==> src/ddr_rwtest_params.svh <==
`ifndef DDR_RWTEST_PARAMS_SVH
`define DDR_RWTEST_PARAMS_SVH

// Controller port widths.
`define DDR_ADDR_W 30
`define DDR_DATA_W 32
`define DDR_CMD_W 3

// Test control widths.
`define DDR_ITER_W 16
`define DDR_ERR_W 8
`define DDR_INCR_W 8
`define DDR_ERR_MAX 255

// Statistics widths.
`define DDR_CNT_W 32
`define DDR_STALL_W 16

// Feedback taps of the pattern LFSR.
`define DDR_LFSR_TAP_A 31
`define DDR_LFSR_TAP_B 21
`define DDR_LFSR_TAP_C 1
`define DDR_LFSR_TAP_D 0

// Native interface command codes.
`define DDR_CMD_WRITE 3'b000
`define DDR_CMD_READ 3'b001

`endif

==> src/ddr_rwtest_pkg.sv <==
`default_nettype none

`include "ddr_rwtest_params.svh"

package ddr_rwtest_pkg;

   typedef logic [`DDR_ADDR_W-1:0]  ddr_addr_t;
   typedef logic [`DDR_DATA_W-1:0]  ddr_data_t;   // Also the LFSR state.
   typedef logic [`DDR_ITER_W-1:0]  iter_t;
   typedef logic [`DDR_ERR_W-1:0]   err_cnt_t;
   typedef logic [`DDR_INCR_W-1:0]  incr_t;
   typedef logic [`DDR_CNT_W-1:0]   perf_cnt_t;
   typedef logic [`DDR_STALL_W-1:0] stall_t;

   typedef enum logic [`DDR_CMD_W-1:0] {
      cmd_write = `DDR_CMD_WRITE,
      cmd_read  = `DDR_CMD_READ
   } app_cmd_e;

   typedef enum logic [3:0] {
      st_write0,
      st_write1,
      st_write2,
      st_read0,
      st_read1,
      st_read2,
      st_wait_reads_done,
      st_idle,
      st_load_lfsr
   } seq_state_e;

   typedef struct packed {
      ddr_addr_t addr;
      app_cmd_e  cmd;
      logic      en;
      ddr_data_t wdf_data;
      logic      wdf_wren;
      logic      wdf_end;
   } app_req_t;

   typedef struct packed {
      ddr_data_t rd_data;
      logic      rd_data_end;
      logic      rd_data_valid;
      logic      rdy;
      logic      wdf_rdy;
   } app_rsp_t;

   typedef struct packed {
      incr_t     incr;
      ddr_addr_t stop;
   } test_cfg_t;

   typedef struct packed {
      logic      valid;
      ddr_data_t expected;
      ddr_addr_t addr;
   } check_beat_t;

   typedef struct packed {
      logic      pass;
      logic      fail;
      iter_t     iteration;
      err_cnt_t  errors;
      ddr_addr_t error_addr;
   } test_status_t;

   typedef struct packed {
      perf_cnt_t read_read;
      perf_cnt_t read_idle;
      perf_cnt_t write_write;
      perf_cnt_t write_idle;
      stall_t    max_read_stall;
      stall_t    max_write_stall;
   } perf_stats_t;

endpackage

`default_nettype wire

==> src/ddr_rwtest_sequencer.sv <==
`timescale 1ns/1ps
`default_nettype none

`include "ddr_rwtest_params.svh"

module ddr_rwtest_sequencer import ddr_rwtest_pkg::*; (
   input  wire logic  clk,
   input  wire logic  reset,
   input  wire logic  active_async,
   input  wire logic  calib_done,
   input  test_cfg_t  cfg,
   input  app_rsp_t   app_rsp,
   output app_req_t   app_req,
   output check_beat_t check_beat,
   output logic       iter_done,
   output iter_t      iteration,
   output logic       lfsr_nonzero,
   output logic       active,
   output logic       writing,
   output logic       reading,
   output logic       run_start
);

   seq_state_e state;
   seq_state_e next_state;

   logic [2:0] active_pipe;   // Host level crosses in here.
   logic       active_r;

   ddr_addr_t app_addr;
   ddr_addr_t verify_addr;
   ddr_data_t lfsr;
   logic      verify_done;    // Beat for the stop address has returned.

   logic      reset_address;
   logic      incr_address;
   logic      incr_iteration;
   logic      load_lfsr;
   logic      write_done;     // End beat accepted.
   logic      rd_valid;

   always_ff @(posedge clk) begin
      if (reset) begin
         active_pipe <= '0;
         active      <= 1'b0;
         active_r    <= 1'b0;
      end else begin
         {active_r, active, active_pipe} <= {active, active_pipe, active_async};
      end
   end

   assign run_start = active & ~active_r;

   assign writing = (state == st_write0) || (state == st_write1) || (state == st_write2);
   assign reading = (state == st_read0) || (state == st_read1) || (state == st_read2) ||
                    (state == st_wait_reads_done);
   assign rd_valid = reading & app_rsp.rd_data_valid;

   always_comb begin
      next_state     = state;
      app_req.en     = 1'b0;
      app_req.wdf_wren = 1'b0;
      app_req.wdf_end  = 1'b0;
      reset_address  = 1'b0;
      incr_address   = 1'b0;
      incr_iteration = 1'b0;
      load_lfsr      = 1'b0;
      write_done     = 1'b0;
      case (state)
         st_idle: begin
            if (active && calib_done && app_rsp.rdy && app_rsp.wdf_rdy) begin
               reset_address = 1'b1;
               load_lfsr     = 1'b1;
               next_state    = st_write1;
            end
         end
         st_write0: begin
            if (!active)
               next_state = st_idle;                    // Between addresses.
            else if (app_rsp.rdy && app_rsp.wdf_rdy)
               next_state = st_write1;
         end
         st_write1: begin
            app_req.en       = 1'b1;                    // Command with first beat.
            app_req.wdf_wren = 1'b1;
            if (app_rsp.rdy && app_rsp.wdf_rdy)
               next_state = st_write2;
         end
         st_write2: begin
            app_req.wdf_wren = 1'b1;
            app_req.wdf_end  = 1'b1;
            if (app_rsp.wdf_rdy) begin
               write_done = 1'b1;
               if (!active) begin
                  next_state = st_idle;
               end else if (app_addr == cfg.stop) begin
                  reset_address = 1'b1;
                  next_state    = st_read0;
               end else begin
                  incr_address = 1'b1;
                  next_state   = app_rsp.rdy ? st_write1 : st_write0;
               end
            end
         end
         st_read0: begin
            if (app_rsp.rdy) begin
               load_lfsr  = 1'b1;                       // Same seed for verify.
               next_state = st_read1;
            end
         end
         st_read1: begin
            app_req.en = 1'b1;
            if (app_rsp.rdy)
               next_state = st_read2;
         end
         st_read2: begin
            if (!active) begin
               next_state = st_idle;
            end else if (app_rsp.rdy) begin
               if (app_addr == cfg.stop) begin
                  next_state = st_wait_reads_done;
               end else begin
                  incr_address = 1'b1;
                  next_state   = st_read1;
               end
            end
         end
         st_wait_reads_done: begin
            if (!active) begin
               next_state = st_idle;
            end else if (verify_done) begin
               reset_address  = 1'b1;
               incr_iteration = 1'b1;
               next_state     = st_load_lfsr;
            end
         end
         st_load_lfsr: begin
            load_lfsr  = 1'b1;
            next_state = st_write0;
         end
         default: next_state = st_idle;
      endcase
   end

   always_ff @(posedge clk) begin
      if (reset) begin
         state       <= st_idle;
         app_addr    <= '0;
         verify_addr <= '0;
         verify_done <= 1'b0;
         iteration   <= '0;
         lfsr        <= '0;
      end else begin
         state <= next_state;
         if (reset_address) begin
            app_addr    <= '0;
            verify_addr <= '0;
            verify_done <= 1'b0;
         end else begin
            if (incr_address)
               app_addr <= app_addr + ddr_addr_t'(cfg.incr);
            if (rd_valid && app_rsp.rd_data_end) begin
               verify_addr <= verify_addr + ddr_addr_t'(cfg.incr);
               if (verify_addr == cfg.stop)
                  verify_done <= 1'b1;
            end
         end
         if (state == st_idle)
            iteration <= '0;
         else if (incr_iteration)
            iteration <= iteration + 1'b1;
         if (load_lfsr)
            lfsr <= {iteration, ~iteration};            // Seed from the iteration.
         else if (rd_valid || write_done)
            lfsr <= {lfsr[`DDR_DATA_W-2:0], lfsr[`DDR_LFSR_TAP_A] ^ lfsr[`DDR_LFSR_TAP_B] ^
                     lfsr[`DDR_LFSR_TAP_C] ^ lfsr[`DDR_LFSR_TAP_D]};
      end
   end

   assign app_req.addr     = app_addr;
   assign app_req.cmd      = writing ? cmd_write : cmd_read;
   assign app_req.wdf_data = lfsr ^ ddr_data_t'(app_addr);   // Same word on both beats.

   assign check_beat.valid    = rd_valid;
   assign check_beat.expected = lfsr ^ ddr_data_t'(verify_addr);
   assign check_beat.addr     = verify_addr;

   assign iter_done    = incr_iteration;
   assign lfsr_nonzero = |lfsr;

endmodule

`default_nettype wire

==> src/ddr_rwtest_checker.sv <==
`timescale 1ns/1ps
`default_nettype none

`include "ddr_rwtest_params.svh"

module ddr_rwtest_checker import ddr_rwtest_pkg::*; (
   input  wire logic   clk,
   input  wire logic   reset,
   input  check_beat_t check_beat,
   input  ddr_data_t   rd_data,
   input  wire logic   iter_done,
   input  wire logic   lfsr_nonzero,
   input  wire logic   active,
   input  wire logic   writing,
   input  wire logic   clear_fail,
   input  iter_t       iteration,
   output test_status_t status
);

   logic      pass;
   logic      fail;
   logic      comp_error;     // Last compared beat was wrong.
   err_cnt_t  errors;
   ddr_addr_t error_addr;

   always_ff @(posedge clk) begin
      if (reset) begin
         pass <= 1'b0;
      end else if (!active || clear_fail) begin
         pass <= 1'b0;
      end else if (comp_error) begin
         pass <= 1'b0;
      end else if (iter_done && !fail && lfsr_nonzero) begin
         pass <= 1'b1;                                 // A whole iteration verified clean.
      end
   end

   always_ff @(posedge clk) begin
      if (reset || clear_fail) begin
         fail       <= 1'b0;
         comp_error <= 1'b0;
         errors     <= '0;
         error_addr <= '0;
      end else if (check_beat.valid) begin
         if (rd_data == check_beat.expected) begin
            comp_error <= 1'b0;
         end else begin
            fail       <= 1'b1;
            comp_error <= 1'b1;
            if (errors == '0)
               error_addr <= check_beat.addr;          // First failure only.
            if (errors < err_cnt_t'(`DDR_ERR_MAX))
               errors <= errors + 1'b1;
         end
      end else if (writing) begin
         comp_error <= 1'b0;
      end
   end

   assign status.pass       = pass;
   assign status.fail       = fail;
   assign status.iteration  = iteration;
   assign status.errors     = errors;
   assign status.error_addr = error_addr;

endmodule

`default_nettype wire

==> src/ddr_rwtest_stats.sv <==
`timescale 1ns/1ps
`default_nettype none

module ddr_rwtest_stats import ddr_rwtest_pkg::*; (
   input  wire logic  clk,
   input  wire logic  reset,
   input  wire logic  run_start,
   input  wire logic  writing,
   input  wire logic  reading,
   input  wire logic  rdy,
   input  wire logic  rd_data_valid,
   output perf_stats_t stats
);

   perf_cnt_t read_read;
   perf_cnt_t read_idle;
   perf_cnt_t write_write;
   perf_cnt_t write_idle;
   stall_t    read_stall;     // Current run of cycles without a beat.
   stall_t    write_stall;    // Current run of cycles without rdy.
   stall_t    max_read_stall;
   stall_t    max_write_stall;

   function automatic perf_cnt_t cnt_inc(input perf_cnt_t cnt);
      return (cnt == '1) ? cnt : cnt + 1'b1;
   endfunction

   function automatic stall_t stall_inc(input stall_t cnt);
      return (cnt == '1) ? cnt : cnt + 1'b1;
   endfunction

   always_ff @(posedge clk) begin
      if (reset || run_start) begin
         read_read       <= '0;
         read_idle       <= '0;
         read_stall      <= '0;
         max_read_stall  <= '0;
      end else if (reading) begin
         if (rd_data_valid) begin
            read_read  <= cnt_inc(read_read);
            read_stall <= '0;
            if (read_stall > max_read_stall)
               max_read_stall <= read_stall;            // Stall ended, keep the longest.
         end else begin
            read_idle  <= cnt_inc(read_idle);
            read_stall <= stall_inc(read_stall);
         end
      end
   end

   always_ff @(posedge clk) begin
      if (reset || run_start) begin
         write_write     <= '0;
         write_idle      <= '0;
         write_stall     <= '0;
         max_write_stall <= '0;
      end else if (writing) begin
         if (rdy) begin
            write_write <= cnt_inc(write_write);
            write_stall <= '0;
            if (write_stall > max_write_stall)
               max_write_stall <= write_stall;
         end else begin
            write_idle  <= cnt_inc(write_idle);
            write_stall <= stall_inc(write_stall);
         end
      end
   end

   assign stats.read_read       = read_read;
   assign stats.read_idle       = read_idle;
   assign stats.write_write     = write_write;
   assign stats.write_idle      = write_idle;
   assign stats.max_read_stall  = max_read_stall;
   assign stats.max_write_stall = max_write_stall;

endmodule

`default_nettype wire

==> src/ddr_rwtest_top.sv <==
`timescale 1ns/1ps
`default_nettype none

module ddr_rwtest_top import ddr_rwtest_pkg::*; (
   input  wire logic    clk,
   input  wire logic    reset,
   input  wire logic    active,       // Asynchronous host level.
   input  wire logic    calib_done,
   input  wire logic    clear_fail,
   input  test_cfg_t    cfg,
   input  app_rsp_t     app_rsp,
   output app_req_t     app_req,
   output test_status_t status,
   output perf_stats_t  stats
);

   check_beat_t check_beat;
   iter_t       iteration;
   logic        iter_done;
   logic        lfsr_nonzero;
   logic        active_sync;
   logic        writing;
   logic        reading;
   logic        run_start;

   ddr_rwtest_sequencer ddr_rwtest_sequencer_i (
      .clk          (clk),
      .reset        (reset),
      .active_async (active),
      .calib_done   (calib_done),
      .cfg          (cfg),
      .app_rsp      (app_rsp),
      .app_req      (app_req),
      .check_beat   (check_beat),
      .iter_done    (iter_done),
      .iteration    (iteration),
      .lfsr_nonzero (lfsr_nonzero),
      .active       (active_sync),
      .writing      (writing),
      .reading      (reading),
      .run_start    (run_start)
   );

   ddr_rwtest_checker ddr_rwtest_checker_i (
      .clk          (clk),
      .reset        (reset),
      .check_beat   (check_beat),
      .rd_data      (app_rsp.rd_data),
      .iter_done    (iter_done),
      .lfsr_nonzero (lfsr_nonzero),
      .active       (active_sync),
      .writing      (writing),
      .clear_fail   (clear_fail),
      .iteration    (iteration),
      .status       (status)
   );

   ddr_rwtest_stats ddr_rwtest_stats_i (
      .clk           (clk),
      .reset         (reset),
      .run_start     (run_start),
      .writing       (writing),
      .reading       (reading),
      .rdy           (app_rsp.rdy),
      .rd_data_valid (app_rsp.rd_data_valid),
      .stats         (stats)
   );

endmodule

`default_nettype wire

==> config.mk <==
export PLATFORM = sky130hd
export DESIGN_NAME = ddr_rwtest_top
export DESIGN_NICKNAME = d
export VERILOG_FILES = /design/src/ddr_rwtest_pkg.sv /design/src/ddr_rwtest_sequencer.sv /design/src/ddr_rwtest_checker.sv /design/src/ddr_rwtest_stats.sv /design/src/ddr_rwtest_top.sv
export VERILOG_INCLUDE_DIRS = /design/src
export SDC_FILE = /design/constraint.sdc
export NUM_CORES = 1
export LEC_CHECK = 0
export BUFFER_PORTS_ARGS = -buffer_cell sky130_fd_sc_hd__clkbuf_2
export CORE_MARGIN = 5
export CORE_UTILIZATION = 55
export DETAILED_ROUTE_END_ITERATION = 16
export MAX_ROUTING_LAYER = met4
export PLACE_DENSITY = 0.79
export SLEW_MARGIN = 10
export SYNTH_ARGS = -nofsm -noshare
export SYNTH_HDL_FRONTEND = slang
export SYNTH_HIERARCHICAL = 1
export SYNTH_SLANG_ARGS = --single-unit
==> constraint.sdc <==
create_clock -name clk -period 3.7 [get_ports clk]
set_input_delay 0.37 -clock clk [delete_from_list [all_inputs] [get_ports clk]]
set_output_delay 0.37 -clock clk [all_outputs]
set_load 0.05 [all_outputs]
Word level (Yosys, flattened, before mapping)
Index checks and enable logic that the tools add are counted.

storage, ports and cells
  logic and storage cells = 166
  register bits = 351
  output and inout bits = 284
  bits of input ports = 79

operators by class
  reduce and logical (&&, ||, !) cells = 41
  add/subtract/negate cells = 10
  muxes and demuxes = 47
  bitwise logic cells = 16
  $lt $le $gt $ge = 3
  eq/ne operators = 27

operators by type and width
  cell                     count
  $add A32 B1 Y32 const B  4
  $eq A32 B32 Y1 const B   4
  $mux W16                 4
  $mux W32                 2
  $xor A32 B30 Y32         2
  $add A30 B8 Y30          2
  $eq A30 B30 Y1           2
  $mux W4                  13
  $add A16 B1 Y16 const B  3
  $pmux W4 S9              1
  $eq A16 B16 Y1 const B   2
  $eq A32 B32 Y1           1
  $gt A16 B16 Y1           2
  $reduce_or A32 Y1        1
  $reduce_and A3 Y1        8
  $mux W1                  23
  $eq A4 B3 Y1 const B     4
  $not A16 Y16             1
  $ne A2 B2 Y1 const B     6
  $logic_or A1 B1 Y1       9
  $ne A3 B3 Y1 const B     3
  $add A8 B1 Y8 const B    1
  $eq A4 B2 Y1 const B     2
  $logic_not A8 Y1         1
  18 further kinds         43

Depth between registers and ports, before layout
Gate-level depths: netlist of the first run.

  depth in word-level cells = 8
  mapped depth = 11
  depth with buffers taken out = 8

By module
The synthesis of the first run kept the hierarchy.

modules (own cells, without submodules)
  module                area each (µm²)  instances  sequential area each (µm²)  cells each
  ddr_rwtest_stats      10113.4          1          3843.7                      1237
  ddr_rwtest_sequencer  7514.7           1          2362.3                      922
  ddr_rwtest_checker    2144.6           1          820.8                       264

Worst setup path before layout of the first run
No wires, ideal clock.

  path type = register to register
  from = register ddr_rwtest_sequencer_i.app_addr[10]
  to = register ddr_rwtest_sequencer_i.app_addr[26]
  setup time = 0.070 ns
  data required time = 3.630 ns
  period minus slack after synthesis = 2.748 ns
  stages on the path, launching flop included = 8
  data arrival time = 2.678 ns
  setup slack = 0.952 ns
  path through = dfxtp_1 buf_4 nand4_2 or4_4 or2_4 or3_1 or4_1 a21oi_1

on the way
  cells in the longest elaborated chain, start to end = 6
  elaborated cells on any way between the ends = 13

RTL lines
  item                        RTL line                                                 source
  start: declaration          ddr_rwtest_sequencer.sv:30                               ddr_addr_t app_addr;
  start signal: assignment    ddr_rwtest_sequencer.sv:161                              app_addr <= app_addr + ddr_addr_t'(cfg.incr);
  $eq A30 B30 Y1              ddr_rwtest_sequencer.sv:96, ddr_rwtest_sequencer.sv:120
  $mux W1                     ddr_rwtest_sequencer.sv:96                               end else if (app_addr == cfg.stop) begin
  $mux W1                     ddr_rwtest_sequencer.sv:94                               if (!active) begin
  $mux W1                     ddr_rwtest_sequencer.sv:92                               if (app_rsp.wdf_rdy) begin
  $pmux W1 S3                 ddr_rwtest_sequencer.sv:69                               case (state)
  $reduce_or A2 Y1 (no line)  -

Several ways; a longest one is shown, not always the timed one.
A chain may end at the register's enable or synchronous reset.

Worst setup path in the final report of the first run
  from = register ddr_rwtest_sequencer_i.state[2]
  to = register ddr_rwtest_stats_i.read_read[18]

on the way
  cells in the longest elaborated chain, start to end = 5
  elaborated cells on any way between the ends = 8

RTL lines
  item                                                 RTL line                     source
  start: declaration                                   ddr_rwtest_sequencer.sv:24   seq_state_e state;
  start signal: assignment                             ddr_rwtest_sequencer.sv:147  state <= st_idle;
  start signal: assignment                             ddr_rwtest_sequencer.sv:154  state <= next_state;
  $eq A4 B2 Y1 / $eq A4 B3 Y1 (equally long branches)  ddr_rwtest_sequencer.sv:55   assign reading = (state == st_read0) || (state == st_read1) || (state == st_read2) ||
  $logic_or A1 B1 Y1 (2 in a row)                      ddr_rwtest_sequencer.sv:55
  $logic_or A1 B1 Y1 *                                 ddr_rwtest_sequencer.sv:55
  via reading                                          ddr_rwtest_top.sv:23         logic reading;
  $reduce_and A3 Y1 (no line) *                        -
  end signal: assignment                               ddr_rwtest_stats.sv:40       read_read <= cnt_inc(read_read);
  end: declaration                                     ddr_rwtest_stats.sv:15       perf_cnt_t read_read;

Mark *: on every way through the listed nets, which the timed path passes. The rest lies on a longest branch.

==> flow_summary.ini, run 1 <==
[outcome]
status = completed

[grt]
grt_overflow = 0
grt_antenna_before_repair = 2
first_global_vias = 18250
globalRouteTotalUtil_pct = 31.52
grt_max_degree = 84
grt_pass1_wl_um = 98410

[power_and_ir_drop]
powerDensity_nw_per_um2 = 476.2
vdd_drop_max_v = 0.0004910
static-leakage-power_uw = 0.009055

[cts]
insertion_delay_ns = 0.57
cts.repair.resized = 0
clockRootBuffer = clkbuf_16
clock_sinks = 351
numCtsBuffers = 40
tritoncts = yes
cts_max_level = 2
post_cts_setup_buffers = 0
ctsLongestPathBuffers = 3
clk_pin_slew_worst_paths_ns = 0.06
cts.hold.buffers_added = 0

[drt]
detailedRoute.firstPassIterationCount = 5
drt-vias-per-instance = 6.161
wl_um = 64160
vias = 19760
wl_per_cell_um = 20.01
antenna_violating_nets_post_route = 0
initialDrtViolationCount = 1554
drcViolationCount = 0

[die]
die_width_um = 199.6
initial_core_utilization_pct = 55.59
num_rows = 69
num_io_pins = 363
core_area_um2 = 35570
floorplan.die.height_um = 199.6
die_area_um2 = 39840

[logic_synthesis]
post_synth_xor_area_fraction_pct = 10.01
synth.top_cell.area_share_pct = 35.54
synth_area_per_cell_um2 = 8.160
dominantRegCellSynth = dfxtp_1
synthCells = 2423
synth_seq_cells = 351
synth.yosys.warnings = 6
count_of_flip_flops_with_a_built_in_enable_after_synthesis = 0
yosysSeqAreaShare_pct = 35.54
post_synth_top_area_cell = dfxtp_1
netlist_area_um2 = 19770
post_synth_main_area_contributors = dfxtp_1 36%, xor2_1 5.8%, nand2_1 5.2%
main_combinational_cell_family_by_area_after_synthesis = simple AND/OR/NAND/NOR gates
synth_fa_ha_area_share_pct = 3.809
synth.lib_cells_used.distinct = 82
ys_async_sr_fraction_pct = 0
synthSimpleGateAreaFrac_pct = 25.56
synth_area_in_compound_gates_pct = 15.96
proportion_of_synthesized_area_in_mux_cells_pct = 3.797

[place]
gp_routability_congestion = 1.054
dp_hpwl_um = 47480
numPortBuffers = 360

[sta]
worst_hold_slack_ns = 0.05911
final_period_minus_worst_setup_slack_ns = 2.961
max_clock_freq_ghz = 0.3377
fin_crit_sh_pct = 80.03
fin_tns_setup_ns = 0
clock-skew-final_ns = 0.01405
hold_viol_final = 0
timing_worst_slew_pin_value_ns = 1.250
timing.final.setup_violations = 0
slew_violations = 0
rsz0062_at_grt = false
timing.slew.headroom_pct = 15.87

[setup_path]
regToRegSetupSlack_ns = 0.74
crit_path_start = ddr_rwtest_sequencer_i/state[2]
r2r-end = ddr_rwtest_stats_i/read_read[18]
path_class = reg -> reg
setup.worst_path.start_class = register
reg2regPathDepth = 9
worstSetupEndpointType = register
crit_required_ns = 4.18
critical_path.max_fanout = 20
timing.rr.start = ddr_rwtest_sequencer_i/state[2]
cp_data_arrival_time_ns = 3.44

[finish]
area_growth_syn_to_layout_pct = 17.48
final_layout_size_suffix_gt1_share_pct = 18.70
fillCellCount = 3095
fin_nets = 2854

[min_path]
worst_hold_path.num_cells = 2
hold_path.startpoint = active
worstHoldEndpoint = ddr_rwtest_sequencer_i/active_pipe[0]
timing.hold.worst.class = in -> reg

[run]
cap_viol_max_count = 0
## state kept, by name (all words and copies together) (netlist names), 30 cells and up
signal	cells
ddr_rwtest_sequencer_i/verify_addr	30
ddr_rwtest_stats_i/write_idle	32
ddr_rwtest_stats_i/read_read	32
ddr_rwtest_stats_i/read_idle	32
ddr_rwtest_checker_i/error_addr	30
ddr_rwtest_stats_i/write_write	32
ddr_rwtest_sequencer_i/lfsr	32
ddr_rwtest_sequencer_i/app_addr	30
## worst max path at each step
stage	slack (ns)	end
after floorplan	0.95	ddr_rwtest_sequencer_i/app_addr[26]
after global placement	0.83	ddr_rwtest_stats_i/read_idle[22]
after detailed placement	0.81	ddr_rwtest_stats_i/read_read[18]
after CTS	0.79	ddr_rwtest_stats_i/read_read[22]
after global routing	0.51	ddr_rwtest_stats_i/read_read[22]
final	0.74	ddr_rwtest_stats_i/read_read[18]
## cells by family (layout without fill, tap and decap cells)
kind of cell / after synthesis / in the layout
AOI/OAI and AO/OA: 507 / 507
xor gates and xnor gates: 226 / 226
adders and majority gates: 59 / 59
buffers and inverters: 246 / 566
DFF: 351 / 351
muxes: 75 / 75
other: 1 / 4
and+or+nand+nor: 958 / 958
## placed cells by master, fill, tap and decap left out, types with 75 or more instances in the layout
master    count
clkbuf_2    360
dfxtp_1     351
nand2_1     272
a21oi_1     186
nor2_1      138
xor2_1      131
nand3_1     114
xnor2_1      95
inv_1        83
mux2i_1      75
## area by class of cell
type	count	area, um^2	share of cell area, %
clock inverter	13	176.4	0.7595
clock buffer	57	1177	5.069
timing repair buffer	412	2192	9.437
sequential	351	7027	30.25
inverter	84	315.3	1.357
antenna	2	5.005	0.02155
multi-input combinational	1827	11760	50.62
tap	461	576.8	2.483
## through the flow
stage          std cells  util [%]  instance area (um^2)  setup WS (ns)  power (uW)
2_1_floorplan       2424         -                 19780         0.9516        6198
3_3_place_gp        3135     61.49                 21870         0.8329        6896
3_5_place_dp        3135     61.49                 21870         0.8085        6948
4_1_cts             3205     65.29                 23220         0.7880       11080
5_1_grt             3207     65.31                 23230         0.5137       11480
6_report            3207     65.31                 23230         0.7391       11060
## power breakdown
group / switching [uW] / internal [uW]
clock network: 1640 / 2490
logic: 1780 / 851
registers: 341 / 3950
total: 3770 / 7290
## synthesized netlist by cell type (68+ instances only)
master and n:
a21oi_1 187, clkbuf_1 110, dfxtp_1 351, inv_1 83
mux2i_1 75, nand2_1 272, nand3_1 114, nand4_1 71
nor2_1 140, o21ai_0 73, o31ai_1 68, or3_1 70
xnor2_1 95, xor2_1 131
## critical path, cell delays in order, from the launching register on
cell and delay [ns]:
dfxtp_1 0.30, buf_4 0.21, a21bo_2 0.27, a21oi_1 0.13, buf_4 0.20, nand3_1 0.40
nor3_1 0.43, o211ai_1 0.35, or3_1 0.42, a21oi_1 0.17
## metal layers
layer,GRT usage [%],up-vias,wire length [um]
li1,-,9378,-
met1,40.91,9376,26610
met2,48.64,843,29060
met3,6.424,161,5989
met4,12.10,0,2503
met5,-,-,0
Note: power is estimated with default switching activity, not from simulation.
==> inputs of run 2 (changes only) <==
--- a/config.mk
+++ b/config.mk
@@ -8,10 +8,10 @@
 export LEC_CHECK = 0
 export BUFFER_PORTS_ARGS = -buffer_cell sky130_fd_sc_hd__clkbuf_2
 export CORE_MARGIN = 5
-export CORE_UTILIZATION = 55
+export CORE_UTILIZATION = 51
 export DETAILED_ROUTE_END_ITERATION = 16
 export MAX_ROUTING_LAYER = met4
-export PLACE_DENSITY = 0.79
+export PLACE_DENSITY = 0.77
 export SLEW_MARGIN = 10
 export SYNTH_ARGS = -nofsm -noshare
 export SYNTH_HDL_FRONTEND = slang
==> constraint.sdc (replaced) <==
create_clock -name clk -period 2.6 [get_ports clk]
set_input_delay 0.26 -clock clk [delete_from_list [all_inputs] [get_ports clk]]
set_output_delay 0.26 -clock clk [all_outputs]
set_load 0.05 [all_outputs]
==> run 2 against run 1 <==
Combinational power is 56% higher. Core utilization is 2.0 points lower. Cell count is 5.1% higher. Die area is 7.4% higher. Critical path depth is 1 lower. Non-clock buffer count is 102 higher. Setup slack worse by 0.63 ns. Global-route usage is 0.76 points lower. Worst hold slack worse by 0.0046 ns. Sequential cell count stayed put.
==> flow_summary.ini, run 2 (same netlist as run 1, synthesis figures left out) <==
[sta]
timing_worst_slew_pin_value_ns = 1.196
fin_crit_sh_pct = 95.62
hold_viol_final = 0
slew_violations = 0
worst_hold_slack_ns = 0.05455
clock-skew-final_ns = 0.02032
timing.final.setup_violations = 0
rsz0062_at_grt = true
timing.slew.headroom_pct = 19.71
max_clock_freq_ghz = 0.4022
final_period_minus_worst_setup_slack_ns = 2.486

[cts]
insertion_delay_ns = 0.56
ctsLongestPathBuffers = 3
clockRootBuffer = clkbuf_16
clk_pin_slew_worst_paths_ns = 0.06
clock_sinks = 351
cts_max_level = 2
tritoncts = yes
numCtsBuffers = 42

[place]
dp_hpwl_um = 50700
dpl_cell_area_um2 = 22840
numPortBuffers = 360
gp_routability_congestion = 1.009

[power_and_ir_drop]
clkPwrFrac_pct = 38.5
power.total_uw = 16450
static-leakage-power_uw = 0.009695
internal-power_uw = 11010
powerDensity_nw_per_um2 = 675.2
netSwitchingPower_uw = 5435
vdd_drop_max_v = 0.0007070
seq_power_share_pct = 36.5
power_frac_comb_pct = 25.0
swShare_pct = 33.04

[grt]
gr-usage-met3_pct = 6.155
grt_overflow = 0
use_met2_pct = 49.09
global_route.peak_usage_layer = met2
globalRouteTotalUtil_pct = 30.77
first_global_vias = 18960
grt.met1_usage_pct = 38.85
grt_max_degree = 66
grt_antenna_before_repair = 2
grt_pass1_wl_um = 103200

[finish]
finish.instance_area_um2 = 24360
area_growth_syn_to_layout_pct = 23.20
final_layout_size_suffix_gt1_share_pct = 22.73
commonest_non_fill_non_tap_cell_in_the_layout = clkbuf_2
most-common-layout-cells = 360 x clkbuf_2, 329 x dfxtp_1, 272 x nand2_1, 186 x a21oi_1, 144 x buf_4
fin_nets = 2958

[drt]
drt-vias-per-instance = 5.990
initialDrtViolationCount = 1919
antenna_violating_nets_post_route = 0
wl_per_cell_um = 19.72
vias = 20190
drcViolationCount = 0
wl_um = 66480
detailedRoute.firstPassIterationCount = 6

[die]
core_area_um2 = 38470
die_area_um2 = 42810
initial_core_utilization_pct = 51.40
num_io_pins = 363
die_width_um = 206.9
floorplan.die.height_um = 206.9
num_rows = 72

[setup_path]
critical_path.max_fanout = 13
path_class = reg -> reg
cp_data_arrival_time_ns = 2.93
crit_required_ns = 3.05
setup.worst_path.start_class = register
worstSetupEndpointType = register

[outcome]
status = completed

[min_path]
timing.hold.worst.class = in -> reg

[run]
cap_viol_max_count = 0
==> run 2: layout make-up <==
type / count / area [um^2]
Fill cell: 3365 / 14110
Clock inverter: 16 / 259.0
Tap cell: 518 / 648.1
Inverter: 84 / 315.3
Sequential cell: 351 / 7054
Clock buffer: 59 / 1226
Timing Repair Buffer: 514 / 3073
Multi-Input combinational cell: 1827 / 11780
Antenna cell: 2 / 5.005
==> run 2: final timing paths <==
path	slack, ns	startpoint	to	depth (start not counted)
worst max register to register	0.11	ddr_rwtest_sequencer_i/verify_addr[5]	ddr_rwtest_checker_i/errors[1]	8
worst max-delay path	0.11	ddr_rwtest_sequencer_i/verify_addr[5]	ddr_rwtest_checker_i/errors[1]	8
worst min-delay path	0.05	clear_fail	ddr_rwtest_checker_i/errors[7]	3
worst min register to register	0.43	ddr_rwtest_sequencer_i/active_pipe[1]	ddr_rwtest_sequencer_i/active_pipe[2]	1
==> run 2: critical path: stages (launching register included) <==
cell      delay, ns
dfxtp_1        0.56
xor2_1         0.26
xnor2_1        0.14
nand4_1        0.13
nor4_2         0.45
buf_4          0.23
a21boi_2       0.15
and4_1         0.24
a31o_1         0.19
==> run 2: power groups by stage <==
stage | clock network, uW | registers [uW] | logic (uW)
finish | 6330 | 6010 | 4110
CTS | 6440 | 5990 | 4050
detailed placement | 0 | 6110 | 4020
floorplan | 0 | 6080 | 2750
global placement | 0 | 6090 | 3970
global route | 6650 | 6030 | 4380
==> run 2: timing repair <==
item                                    CTS  global route
buffers inserted                          0             0
resized for setup                         0            10
hold buffers                              1             0
endpoints found under the hold margin     1             0
endpoints found under the setup margin    0            46
==> run 2: stage by stage <==
step                      instances   TNS (ns)  setup slack, ns  utilization (%)
after floorplan                2424          0         0.006628                -
after global placement         3293          0           0.1092            59.37
after detailed placement       3293          0          0.01560            59.37
after CTS                      3369          0         0.001474            63.25
after global routing           3371  -0.009218        -0.009218            63.33
final                          3371          0           0.1139            63.33
==> run 2: layer usage <==
| metal | part of all wire, % | wire length, um | vias to the layer above |
|---|---|---|---|
| li1 | - | - | 9581 |
| met5 | 0 | 0 | - |
| met4 | 4.3 | 2832 | 0 |
| met1 | 40 | 26900 | 9509 |
| met2 | 46 | 30620 | 919 |
| met3 | 9.2 | 6129 | 184 |
